`src/hdl/udp_defs.svh`:
```
`ifndef UDP_DEFS_SVH
`define UDP_DEFS_SVH

// Transmit buffer depth in bytes
`define UDP_MAX_PAYLOAD 64

`define UDP_HDR_BYTES 8

// Well known DHCP ports
`define DHCP_CLIENT_PORT 16'd68
`define DHCP_SERVER_PORT 16'd67

// Reduced message: op, type, xid, address
`define DHCP_MSG_BYTES 10

// Wait for an answer before a resend
`define DHCP_TIMEOUT_CYCLES 2000

`define DHCP_RETRIES 3

`define DHCP_XID 32'h3903_F326

`endif

```
`src/hdl/udp_pkg.sv`:
```
package udp_pkg;

  // One byte of a stream
  typedef struct packed {
    logic [7:0] data;
    logic       last;
  } byte_strm_t;

  // IPv4 side packet description
  typedef struct packed {
    logic [31:0] src_ip;
    logic [31:0] dst_ip;
    logic [15:0] length;
  } ipv4_meta_t;

  // Wire order is most significant byte first
  typedef struct packed {
    logic [15:0] src_port;
    logic [15:0] dst_port;
    logic [15:0] length;
    logic [15:0] chksum;
  } udp_hdr_t;

  // Datagram description with payload length only
  typedef struct packed {
    logic [31:0] rem_ip;
    logic [15:0] rem_port;
    logic [15:0] loc_port;
    logic [15:0] length;
  } udp_meta_t;

  typedef struct packed {
    logic [15:0] loc_port;
    logic [15:0] rem_port;
    logic [31:0] rem_ip;
  } udp_ctl_t;

  typedef enum logic [2:0] {
    IDLE,
    DISCOVER,
    WAIT_OFFER,
    REQUEST,
    WAIT_ACK,
    BOUND,
    FAILED
  } dhcp_state_t;

  typedef struct packed {
    logic        bound;
    logic        failed;
    logic [31:0] ip;
  } dhcp_stat_t;

endpackage : udp_pkg

```
`src/hdl/udp_tx_ctl.sv`:
```
`timescale 1ns/1ps
`include "udp_defs.svh"

module udp_tx_ctl (
  input  logic                clk,
  input  logic                rst_n,
  input  udp_pkg::byte_strm_t in,
  input  logic                in_valid,
  output logic                in_ready,
  input  udp_pkg::udp_ctl_t   ctl,
  output udp_pkg::byte_strm_t out,
  output udp_pkg::udp_meta_t  out_meta,
  output logic                out_valid,
  input  logic                out_ready
);

  localparam int DEPTH = `UDP_MAX_PAYLOAD;
  localparam int PTR_W = $clog2(DEPTH);
  localparam int CNT_W = $clog2(DEPTH + 1);

  logic [7:0]       mem [DEPTH];
  logic [CNT_W-1:0] wr_cnt;
  logic [PTR_W-1:0] rd_ptr;
  logic             draining;
  logic             full;
  logic             wr_en;
  logic             rd_en;

  assign full     = (wr_cnt == CNT_W'(DEPTH));
  assign in_ready = !draining;
  assign wr_en    = in_valid && in_ready;
  assign rd_en    = out_valid && out_ready;

  // Overflow bytes are dropped but last still ends the fill
  always_ff @(posedge clk) begin
    if (wr_en && !full) begin
      mem[wr_cnt[PTR_W-1:0]] <= in.data;
    end
  end

  always_ff @(posedge clk) begin
    if (!rst_n) begin
      wr_cnt   <= '0;
      rd_ptr   <= '0;
      draining <= 1'b0;
    end else if (!draining) begin
      if (wr_en) begin
        if (!full) begin
          wr_cnt <= wr_cnt + CNT_W'(1);
        end
        if (in.last) begin
          draining <= 1'b1;
        end
      end
    end else if (rd_en) begin
      rd_ptr <= rd_ptr + PTR_W'(1);
      if (out.last) begin
        rd_ptr   <= '0;
        wr_cnt   <= '0;
        draining <= 1'b0;
      end
    end
  end

  assign out_valid = draining;
  assign out.data  = mem[rd_ptr];
  assign out.last  = (CNT_W'(rd_ptr) + CNT_W'(1) == wr_cnt);

  assign out_meta = '{
    rem_ip:   ctl.rem_ip,
    rem_port: ctl.rem_port,
    loc_port: ctl.loc_port,
    length:   16'(wr_cnt)
  };

endmodule : udp_tx_ctl

```
`src/hdl/udp_core.sv`:
```
`timescale 1ns/1ps
`include "udp_defs.svh"

module udp_core (
  input  logic                clk,
  input  logic                rst_n,
  input  logic [31:0]         loc_ip,
  input  udp_pkg::byte_strm_t ipv4_rx,
  input  udp_pkg::ipv4_meta_t ipv4_rx_meta,
  input  logic                ipv4_rx_valid,
  output logic                ipv4_rx_ready,
  output udp_pkg::byte_strm_t ipv4_tx,
  output udp_pkg::ipv4_meta_t ipv4_tx_meta,
  output logic                ipv4_tx_valid,
  input  logic                ipv4_tx_ready,
  input  udp_pkg::byte_strm_t tx,
  input  udp_pkg::udp_meta_t  tx_meta,
  input  logic                tx_valid,
  output logic                tx_ready,
  input  logic [15:0]         usr_port,
  output udp_pkg::byte_strm_t usr_rx,
  output udp_pkg::udp_meta_t  usr_rx_meta,
  output logic                usr_rx_valid,
  input  logic                usr_rx_ready,
  output udp_pkg::byte_strm_t dhcp_rx,
  output udp_pkg::udp_meta_t  dhcp_rx_meta,
  output logic                dhcp_rx_valid
);

  localparam logic [1:0] T_IDLE   = 2'd0;
  localparam logic [1:0] T_HDR    = 2'd1;
  localparam logic [1:0] T_PLD    = 2'd2;
  localparam logic [1:0] R_HDR    = 2'd0;
  localparam logic [1:0] R_USR    = 2'd1;
  localparam logic [1:0] R_DHCP   = 2'd2;
  localparam logic [1:0] R_DROP   = 2'd3;
  localparam logic [2:0] HDR_LAST = 3'(`UDP_HDR_BYTES - 1);

  logic [1:0]         tx_st;
  logic [2:0]         tx_cnt;
  logic [63:0]        tx_sr;
  logic [15:0]        tx_len;
  udp_pkg::udp_hdr_t  tx_hdr;
  logic [1:0]         rx_st;
  logic [2:0]         rx_cnt;
  logic [55:0]        rx_sr;
  udp_pkg::udp_hdr_t  rx_hdr;
  udp_pkg::udp_meta_t rx_meta_q;

  assign tx_len = 16'(tx_meta.length + `UDP_HDR_BYTES);
  assign tx_hdr = '{src_port: tx_meta.loc_port, dst_port: tx_meta.rem_port,
                    length: tx_len, chksum: 16'h0000};

  always_ff @(posedge clk) begin
    if (!rst_n) begin
      tx_st  <= T_IDLE;
      tx_cnt <= '0;
    end else begin
      case (tx_st)
        T_IDLE: begin
          tx_cnt <= '0;
          if (tx_valid) begin
            tx_st <= T_HDR;
          end
        end
        T_HDR: begin
          if (ipv4_tx_ready) begin
            tx_cnt <= tx_cnt + 3'd1;
            if (tx_cnt == HDR_LAST) begin
              tx_st <= T_PLD;
            end
          end
        end
        T_PLD: begin
          if (tx_valid && ipv4_tx_ready && tx.last) begin
            tx_st <= T_IDLE;
          end
        end
        default: tx_st <= T_IDLE;
      endcase
    end
  end

  // Header shifts out MSB first
  always_ff @(posedge clk) begin
    if (tx_st == T_IDLE && tx_valid) begin
      tx_sr        <= tx_hdr;
      ipv4_tx_meta <= '{src_ip: loc_ip, dst_ip: tx_meta.rem_ip, length: tx_len};
    end else if (tx_st == T_HDR && ipv4_tx_ready) begin
      tx_sr <= {tx_sr[55:0], 8'h00};
    end
  end

  always_comb begin
    ipv4_tx       = '0;
    ipv4_tx_valid = 1'b0;
    tx_ready      = 1'b0;
    if (tx_st == T_HDR) begin
      ipv4_tx.data  = tx_sr[63:56];
      ipv4_tx_valid = 1'b1;
    end else if (tx_st == T_PLD) begin
      ipv4_tx       = tx;
      ipv4_tx_valid = tx_valid;
      tx_ready      = ipv4_tx_ready;
    end
  end

  assign rx_hdr = {rx_sr, ipv4_rx.data};

  always_ff @(posedge clk) begin
    if (!rst_n) begin
      rx_st  <= R_HDR;
      rx_cnt <= '0;
    end else if (ipv4_rx_valid && ipv4_rx_ready) begin
      if (rx_st == R_HDR) begin
        rx_cnt <= rx_cnt + 3'd1;
        if (ipv4_rx.last) begin
          // Truncated or empty datagram
          rx_cnt <= '0;
        end else if (rx_cnt == HDR_LAST) begin
          if (rx_hdr.dst_port == `DHCP_CLIENT_PORT) begin
            rx_st <= R_DHCP;
          end else if (rx_hdr.dst_port == usr_port) begin
            rx_st <= R_USR;
          end else begin
            rx_st <= R_DROP;
          end
        end
      end else if (ipv4_rx.last) begin
        rx_st <= R_HDR;
      end
    end
  end

  always_ff @(posedge clk) begin
    if (rx_st == R_HDR && ipv4_rx_valid) begin
      rx_sr     <= {rx_sr[47:0], ipv4_rx.data};
      rx_meta_q <= '{rem_ip: ipv4_rx_meta.src_ip, rem_port: rx_hdr.src_port,
                     loc_port: rx_hdr.dst_port,
                     length: 16'(rx_hdr.length - `UDP_HDR_BYTES)};
    end
  end

  assign usr_rx        = ipv4_rx;
  assign usr_rx_meta   = rx_meta_q;
  assign usr_rx_valid  = (rx_st == R_USR) && ipv4_rx_valid;
  assign dhcp_rx       = ipv4_rx;
  assign dhcp_rx_meta  = rx_meta_q;
  assign dhcp_rx_valid = (rx_st == R_DHCP) && ipv4_rx_valid;
  // Only the user path pushes back
  assign ipv4_rx_ready = (rx_st == R_USR) ? usr_rx_ready : 1'b1;

endmodule : udp_core

```
`src/hdl/dhcp_client.sv`:
```
`timescale 1ns/1ps
`include "udp_defs.svh"

module dhcp_client (
  input  logic                clk,
  input  logic                rst_n,
  input  udp_pkg::byte_strm_t rx,
  input  udp_pkg::udp_meta_t  rx_meta,
  input  logic                rx_valid,
  output udp_pkg::byte_strm_t tx,
  output udp_pkg::udp_meta_t  tx_meta,
  output logic                tx_valid,
  input  logic                tx_ready,
  output logic                txe,
  output udp_pkg::dhcp_stat_t stat
);

  localparam int             MSG_W     = 8 * `DHCP_MSG_BYTES;
  localparam logic [3:0]     MSG_LAST  = 4'(`DHCP_MSG_BYTES - 1);
  localparam int             TMR_W     = $clog2(`DHCP_TIMEOUT_CYCLES);
  localparam logic [TMR_W-1:0] TMR_END = TMR_W'(`DHCP_TIMEOUT_CYCLES - 1);
  localparam int             RTY_W     = $clog2(`DHCP_RETRIES + 1);
  localparam logic [RTY_W-1:0] RTY_MAX = RTY_W'(`DHCP_RETRIES);
  localparam logic [7:0]     OP_REQ    = 8'd1;
  localparam logic [7:0]     OP_REPLY  = 8'd2;
  localparam logic [7:0]     T_DISC    = 8'd1;
  localparam logic [7:0]     T_OFFER   = 8'd2;
  localparam logic [7:0]     T_REQ     = 8'd3;
  localparam logic [7:0]     T_ACK     = 8'd5;

  udp_pkg::dhcp_state_t state;
  logic [MSG_W-1:0]     msg_sr;
  logic [3:0]           tx_cnt;
  logic [TMR_W-1:0]     timer;
  logic [RTY_W-1:0]     retry;
  logic [31:0]          offer_ip;
  logic [31:0]          lease_ip;
  logic [MSG_W-9:0]     rx_sr;
  logic [3:0]           rx_cnt;
  logic [MSG_W-1:0]     rx_msg;
  logic                 rx_done;
  logic                 offer_ok;
  logic                 ack_ok;
  logic                 timeout;

  function automatic logic [MSG_W-1:0] build_msg(input logic [7:0] mtype,
                                                 input logic [31:0] addr);
    build_msg = {OP_REQ, mtype, `DHCP_XID, addr};
  endfunction

  // Receive side keeps the last message bytes
  always_ff @(posedge clk) begin
    if (!rst_n) begin
      rx_cnt <= '0;
    end else if (rx_valid) begin
      if (rx.last) begin
        rx_cnt <= '0;
      end else if (rx_cnt != 4'hf) begin
        rx_cnt <= rx_cnt + 4'd1;
      end
    end
  end

  always_ff @(posedge clk) begin
    if (rx_valid) begin
      rx_sr <= {rx_sr[MSG_W-17:0], rx.data};
    end
  end

  assign rx_msg  = {rx_sr, rx.data};
  assign rx_done = rx_valid && rx.last && (rx_cnt == MSG_LAST);
  assign offer_ok = rx_done && (rx_meta.rem_port == `DHCP_SERVER_PORT) &&
                    (rx_msg[79:72] == OP_REPLY) && (rx_msg[71:64] == T_OFFER) &&
                    (rx_msg[63:32] == `DHCP_XID);
  assign ack_ok   = rx_done && (rx_msg[71:64] == T_ACK) &&
                    (rx_msg[63:32] == `DHCP_XID) && (rx_msg[31:0] == offer_ip);
  assign timeout  = (timer == TMR_END);

  always_ff @(posedge clk) begin
    if (!rst_n) begin
      state    <= udp_pkg::IDLE;
      tx_cnt   <= '0;
      timer    <= '0;
      retry    <= '0;
      lease_ip <= '0;
    end else begin
      case (state)
        udp_pkg::IDLE: state <= udp_pkg::DISCOVER;
        udp_pkg::DISCOVER, udp_pkg::REQUEST: begin
          timer <= '0;
          if (tx_valid && tx_ready) begin
            tx_cnt <= tx_cnt + 4'd1;
            if (tx.last) begin
              tx_cnt <= '0;
              state  <= (state == udp_pkg::DISCOVER) ? udp_pkg::WAIT_OFFER
                                                     : udp_pkg::WAIT_ACK;
            end
          end
        end
        udp_pkg::WAIT_OFFER, udp_pkg::WAIT_ACK: begin
          timer <= timer + TMR_W'(1);
          if (state == udp_pkg::WAIT_OFFER && offer_ok) begin
            state <= udp_pkg::REQUEST;
            retry <= '0;
          end else if (state == udp_pkg::WAIT_ACK && ack_ok) begin
            state    <= udp_pkg::BOUND;
            lease_ip <= offer_ip;
          end else if (timeout) begin
            if (retry == RTY_MAX) begin
              state <= udp_pkg::FAILED;
            end else begin
              retry <= retry + RTY_W'(1);
              state <= (state == udp_pkg::WAIT_OFFER) ? udp_pkg::DISCOVER
                                                      : udp_pkg::REQUEST;
            end
          end
        end
        default: state <= state;
      endcase
    end
  end

  // Message builder reloaded before each send
  always_ff @(posedge clk) begin
    if (state == udp_pkg::IDLE || (state == udp_pkg::WAIT_OFFER && !offer_ok && timeout)) begin
      msg_sr <= build_msg(T_DISC, 32'h0);
    end else if (state == udp_pkg::WAIT_OFFER && offer_ok) begin
      msg_sr   <= build_msg(T_REQ, rx_msg[31:0]);
      offer_ip <= rx_msg[31:0];
    end else if (state == udp_pkg::WAIT_ACK && !ack_ok && timeout) begin
      msg_sr <= build_msg(T_REQ, offer_ip);
    end else if (tx_valid && tx_ready) begin
      msg_sr <= {msg_sr[MSG_W-9:0], 8'h00};
    end
  end

  assign tx_valid = (state == udp_pkg::DISCOVER) || (state == udp_pkg::REQUEST);
  assign tx.data  = msg_sr[MSG_W-1 -: 8];
  assign tx.last  = (tx_cnt == MSG_LAST);
  // Broadcast to the server port
  assign tx_meta  = '{rem_ip: 32'hffff_ffff, rem_port: `DHCP_SERVER_PORT,
                      loc_port: `DHCP_CLIENT_PORT, length: 16'(`DHCP_MSG_BYTES)};

  assign stat.bound  = (state == udp_pkg::BOUND);
  assign stat.failed = (state == udp_pkg::FAILED);
  assign stat.ip     = lease_ip;
  assign txe         = !(stat.bound || stat.failed);

endmodule : dhcp_client

```
`src/hdl/udp_top.sv`:
```
`timescale 1ns/1ps

module udp_top (
  input  logic                clk,
  input  logic                rst_n,
  input  udp_pkg::byte_strm_t ipv4_rx,
  input  udp_pkg::ipv4_meta_t ipv4_rx_meta,
  input  logic                ipv4_rx_valid,
  output logic                ipv4_rx_ready,
  output udp_pkg::byte_strm_t ipv4_tx,
  output udp_pkg::ipv4_meta_t ipv4_tx_meta,
  output logic                ipv4_tx_valid,
  input  logic                ipv4_tx_ready,
  input  udp_pkg::byte_strm_t usr_tx,
  input  logic                usr_tx_valid,
  output logic                usr_tx_ready,
  input  udp_pkg::udp_ctl_t   usr_ctl,
  output udp_pkg::byte_strm_t usr_rx,
  output udp_pkg::udp_meta_t  usr_rx_meta,
  output logic                usr_rx_valid,
  input  logic                usr_rx_ready,
  output udp_pkg::dhcp_stat_t dhcp_stat
);

  udp_pkg::byte_strm_t ctl_tx, dhcp_tx, core_tx, dhcp_rx;
  udp_pkg::udp_meta_t  ctl_tx_meta, dhcp_tx_meta, core_tx_meta, dhcp_rx_meta;
  logic                ctl_tx_valid, ctl_tx_ready;
  logic                dhcp_tx_valid, dhcp_tx_ready;
  logic                core_tx_valid, core_tx_ready;
  logic                dhcp_rx_valid;
  logic                txe;

  udp_tx_ctl u_tx_ctl (
    .clk (clk), .rst_n (rst_n),
    .in (usr_tx), .in_valid (usr_tx_valid), .in_ready (usr_tx_ready), .ctl (usr_ctl),
    .out (ctl_tx), .out_meta (ctl_tx_meta), .out_valid (ctl_tx_valid),
    .out_ready (ctl_tx_ready)
  );

  // DHCP owns the transmit path until it holds a lease or gives up
  assign core_tx       = txe ? dhcp_tx       : ctl_tx;
  assign core_tx_meta  = txe ? dhcp_tx_meta  : ctl_tx_meta;
  assign core_tx_valid = txe ? dhcp_tx_valid : ctl_tx_valid;
  assign dhcp_tx_ready = txe && core_tx_ready;
  assign ctl_tx_ready  = !txe && core_tx_ready;

  udp_core u_core (
    .clk (clk), .rst_n (rst_n), .loc_ip (dhcp_stat.ip),
    .ipv4_rx (ipv4_rx), .ipv4_rx_meta (ipv4_rx_meta),
    .ipv4_rx_valid (ipv4_rx_valid), .ipv4_rx_ready (ipv4_rx_ready),
    .ipv4_tx (ipv4_tx), .ipv4_tx_meta (ipv4_tx_meta),
    .ipv4_tx_valid (ipv4_tx_valid), .ipv4_tx_ready (ipv4_tx_ready),
    .tx (core_tx), .tx_meta (core_tx_meta), .tx_valid (core_tx_valid),
    .tx_ready (core_tx_ready), .usr_port (usr_ctl.loc_port),
    .usr_rx (usr_rx), .usr_rx_meta (usr_rx_meta),
    .usr_rx_valid (usr_rx_valid), .usr_rx_ready (usr_rx_ready),
    .dhcp_rx (dhcp_rx), .dhcp_rx_meta (dhcp_rx_meta), .dhcp_rx_valid (dhcp_rx_valid)
  );

  dhcp_client u_dhcp (
    .clk (clk), .rst_n (rst_n),
    .rx (dhcp_rx), .rx_meta (dhcp_rx_meta), .rx_valid (dhcp_rx_valid),
    .tx (dhcp_tx), .tx_meta (dhcp_tx_meta), .tx_valid (dhcp_tx_valid),
    .tx_ready (dhcp_tx_ready), .txe (txe), .stat (dhcp_stat)
  );

endmodule : udp_top

```
`config.mk`:
```
export PLATFORM = sky130hd
export DESIGN_NAME = udp_top
export DESIGN_NICKNAME = d
export VERILOG_FILES = /design/src/hdl/udp_pkg.sv /design/src/hdl/udp_tx_ctl.sv /design/src/hdl/udp_core.sv /design/src/hdl/dhcp_client.sv /design/src/hdl/udp_top.sv
export VERILOG_INCLUDE_DIRS = /design/src /design/src/hdl
export SDC_FILE = /design/constraint.sdc
export NUM_CORES = 1
export LEC_CHECK = 0
export BUFFER_PORTS_ARGS = -buffer_cell sky130_fd_sc_hd__buf_2
export CORE_UTILIZATION = 55
export DETAILED_ROUTE_END_ITERATION = 8
export PLACE_DENSITY = 0.75
export SLEW_MARGIN = 20
export SYNTH_ARGS = -nofsm -noshare
export SYNTH_HDL_FRONTEND = slang
export SYNTH_SLANG_ARGS = --single-unit
export TNS_END_PERCENT = 100
```
`constraint.sdc`:
```
create_clock -name clk -period 6.8 [get_ports clk]
set_input_delay 0.68 -clock clk [delete_from_list [all_inputs] [get_ports clk]]
set_output_delay 0.68 -clock clk [all_outputs]
set_load 0.02 [all_outputs]
```
==> impl_metrics.tcl <==
set metrics [dict create \
    core_um2 70390 \
    cp_slowest_cell "dfxtp_4" \
    cts_tree "built" \
    vdd_drop_max_uv 226.0 \
    worst_pin_slew_ns 1.086 \
    synth_area_leaders "edfxtp_1 65%, dfxtp_1 8.5%, mux4_2 7.3%" \
    cp_cell_sequence "buf_12, mux4_2, a22oi_1, a21oi_1, nor4_1, nand2_1, o21ai_0, o21ai_0, buf_2" \
    synth_enable_flop_cells 845 \
    die_area_um2 72530 \
    grt_pass1_wl_mm 139.5 \
    min_period_ns 5.118 \
    critPathLaunchType "flop" \
    hold_slack_ns 0.1961 \
    use_met2 0.4003 \
    yosys.area.top_type "edfxtp_1" \
    powerDensity_nw_per_um2 310.3 \
    setup_viol 0 \
    rows 97 \
    drcViolationCount 0 \
    final_layout_size_suffix_gt1_frac 0.2363 \
    grt_pass1_vias 22957 \
    post-cts-setup-buffers 0 \
    yosysMostFrequentCell "edfxtp_1" \
    hp-class "in2reg" \
    io_pins 384 \
    max_slew_margin 0.2735 \
    antenna_found_initial 3 \
    drt-initial-drc-count 2359 \
    routed_wl_mm 91.97 \
    syn_inst 2515 \
    crit_required_ns 6.12 \
    synthFlopType "edfxtp_1" \
    grt_usage 0.2517 \
    cts_root_buf "clkbuf_16" \
    ys_warn_count 0 \
    die_h_um 269.3 \
    clkLatencyLatePin_ns 0.66 \
    clock-skew-final_ns 0.01886 \
    p_leak_nw 14.80 \
    critPathMaxStageDelay_ns 0.88 \
    cts_made_buffers 100 \
    r2r_cells 9 \
    finalCritPeriodShare 0.7526 \
    start_util 0.5583 \
    min_path_cells 1 \
    r2r_setup_slack_ns 2.51 \
    synth_area_per_cell_um2 15.63 \
    worst_path_most_repeated_cell "o21ai_0" \
    rsz0062_at_grt "no" \
    synth_cell_type_count 67 \
    crit_type "reg2out" \
    die_w_um 269.3 \
    place_area_um2 41480 \
    vias 23046 \
    area_growth_pct 13.69 \
    ys_ff_latch 1011 \
    hold_path.startpoint "ipv4_rx_meta[67]" \
    setup_tns_ns 0 \
    clk_pin_slew_ns 0.06 \
    top_usage_layer "met2" \
    cts.sinks 1011 \
    cp-end-kind "primary output" \
    globalRouteOverflowTotal 0 \
    final_max_slew_viol_count 0 \
    outcome "complete, no violations" \
    met3_usage 0.04382 \
    first_pass_iters 6 \
    holdBufCountCts 0 \
    nets 2971 \
    h-tree-depth 3 \
    routabilityCongestion 0.9223 \
    portBuffers 327 \
    post-synth-top-area-fraction 0.6456 \
    r2r_end "u_core.tx_sr[38]$_DFFE_PP_" \
    post_drt_via_cell_ratio 6.041 \
    r2r_start "u_dhcp.state[1]$_SDFFE_PN0P_" \
    synth_commonest_cells "845 x edfxtp_1, 299 x nand2_1, 166 x dfxtp_1, 128 x mux4_2, 107 x a21oi_1" \
    clockBufferDepth 3 \
    netlist_area_um2 39300 \
    fmax_ghz 0.1954 \
    critPathArrivalTime_ns 4.44 \
    cp_max_fo 66 \
    dp_hpwl_mm 56.87 \
    grt_max_degree 91 \
    use_met1 0.3528 \
    holdPathEnd "u_core.dhcp_rx_meta[67]$_DFFE_PP_" \
    routedWlPerCell_um 24.11 \
    final_area_um2 44680 \
    ctsResizeCount 0 \
    synthArstFlopShare 0 \
    ys_seq_area_frac 0.7302 \
    cap_violations 0 \
    hold_viol_final 0 \
    ant_nets 0 \
]
-- power breakdown --
part | switching, mW | leakage (nW) | internal [mW] | total (mW)
Clock | 2.31 | 1.55 | 3.03 | 5.34
Sequential | 0.137 | 9.01 | 7.15 | 7.29
Combinational | 0.940 | 4.24 | 0.300 | 1.24
-- cell usage in the layout (no fill, tap or decap), drive strengths merged, types with 4 or more instances in the layout --
cell / instances
a22oi: 72
nand3b: 11
and2: 23
ha: 13
a21boi: 30
nor3: 68
clkbuf: 130
nor2b: 25
clkinv: 44
xor2: 37
mux4: 128
a31oi: 5
o31ai: 6
nor4bb: 6
nand3: 56
nand4: 18
a21oi: 131
or3b: 5
o211a: 4
or4: 7
bufinv: 6
nand2b: 38
or2: 5
dfxtp: 166
nor4: 23
a32oi: 4
nor2: 104
nor4b: 8
conb: 8
or3: 12
buf: 346
xnor2: 35
edfxtp: 845
nand2: 299
a221oi: 24
inv: 42
o21ai: 56
-- metal layers --
layer | routed length (um) | part of all wire | up-vias
met5 | 26 | 0.00028 | -
met4 | 2865 | 0.031 | 4
met3 | 7278 | 0.079 | 199
met2 | 44640 | 0.49 | 1139
met1 | 37160 | 0.40 | 11604
li1 | - | - | 10100
-- sequential cells by signal, indices dropped and copies added, names as in the netlist, 11 cells and up, named ones only --
name,flops
u_tx_ctl.mem,512
u_dhcp.rx_sr,72
u_dhcp.lease_ip,32
u_core.dhcp_rx_meta,79
u_core.rx_sr,30
u_dhcp.offer_ip,32
u_dhcp.msg_sr,80
u_core.ipv4_tx_meta,72
u_dhcp.timer,11
u_core.tx_sr,48
-- stage by stage --
step                      power [mW]  utilization  worst slack, ns  std cells
final                          13.87       0.6347            1.682       3815
after global routing           14.29       0.6347            1.354       3815
after CTS                      13.93       0.6344            1.591       3814
after detailed placement       8.657       0.5893            2.322       3628
after global placement         8.607       0.5893            2.313       3628
after floorplan                8.174            -            1.607       2522
-- worst max-delay path: cells and delay by family, from the launching register on --
family / cells / cell delay (ns)
multiplexers: 1 / 0.59
AO/OA/AOI/OAI: 4 / 0.74
flip-flops: 1 / 0.88
AND/OR/NAND/NOR: 2 / 0.83
buffers and inverters: 2 / 0.69
-- layout make-up --
cell class,count,area (um^2)
repair buffers,346,1823
multi-input cells,1293,9652
diodes,1,2.502
flip-flops and latches,1011,28710
fillers,4923,25710
well taps,940,1176
clock buffers,130,2696
inverters,38,147.6
clock inverters,56,478.0
-- cells by family after synthesis --
group                    after synthesis  share of synthesized area
AND/OR/NAND/NOR                      722                    0.09013
flip-flops                          1011                     0.7302
AO/OA/AOI/OAI                        346                    0.05816
buffers and inverters                218                    0.02655
other                                  1                 0.00009542
adder cells (fa/ha/maj)               13                   0.004139
XOR/XNOR                              73                    0.01662
multiplexers                         131                    0.07411
-- how the worst max path moves through the flow --
stage	end	slack, ns	depth (start not counted)
after global placement	ipv4_tx[6]	2.31	9
final	ipv4_tx[2]	1.68	9
after detailed placement	ipv4_tx[2]	2.32	9
after floorplan	u_dhcp.msg_sr[30]$_SDFFE_PP0P_	1.61	9
after global routing	ipv4_tx[1]	1.35	9
after CTS	ipv4_tx[1]	1.59	9
No activity file was read; power rests on OpenSTA's default activity.
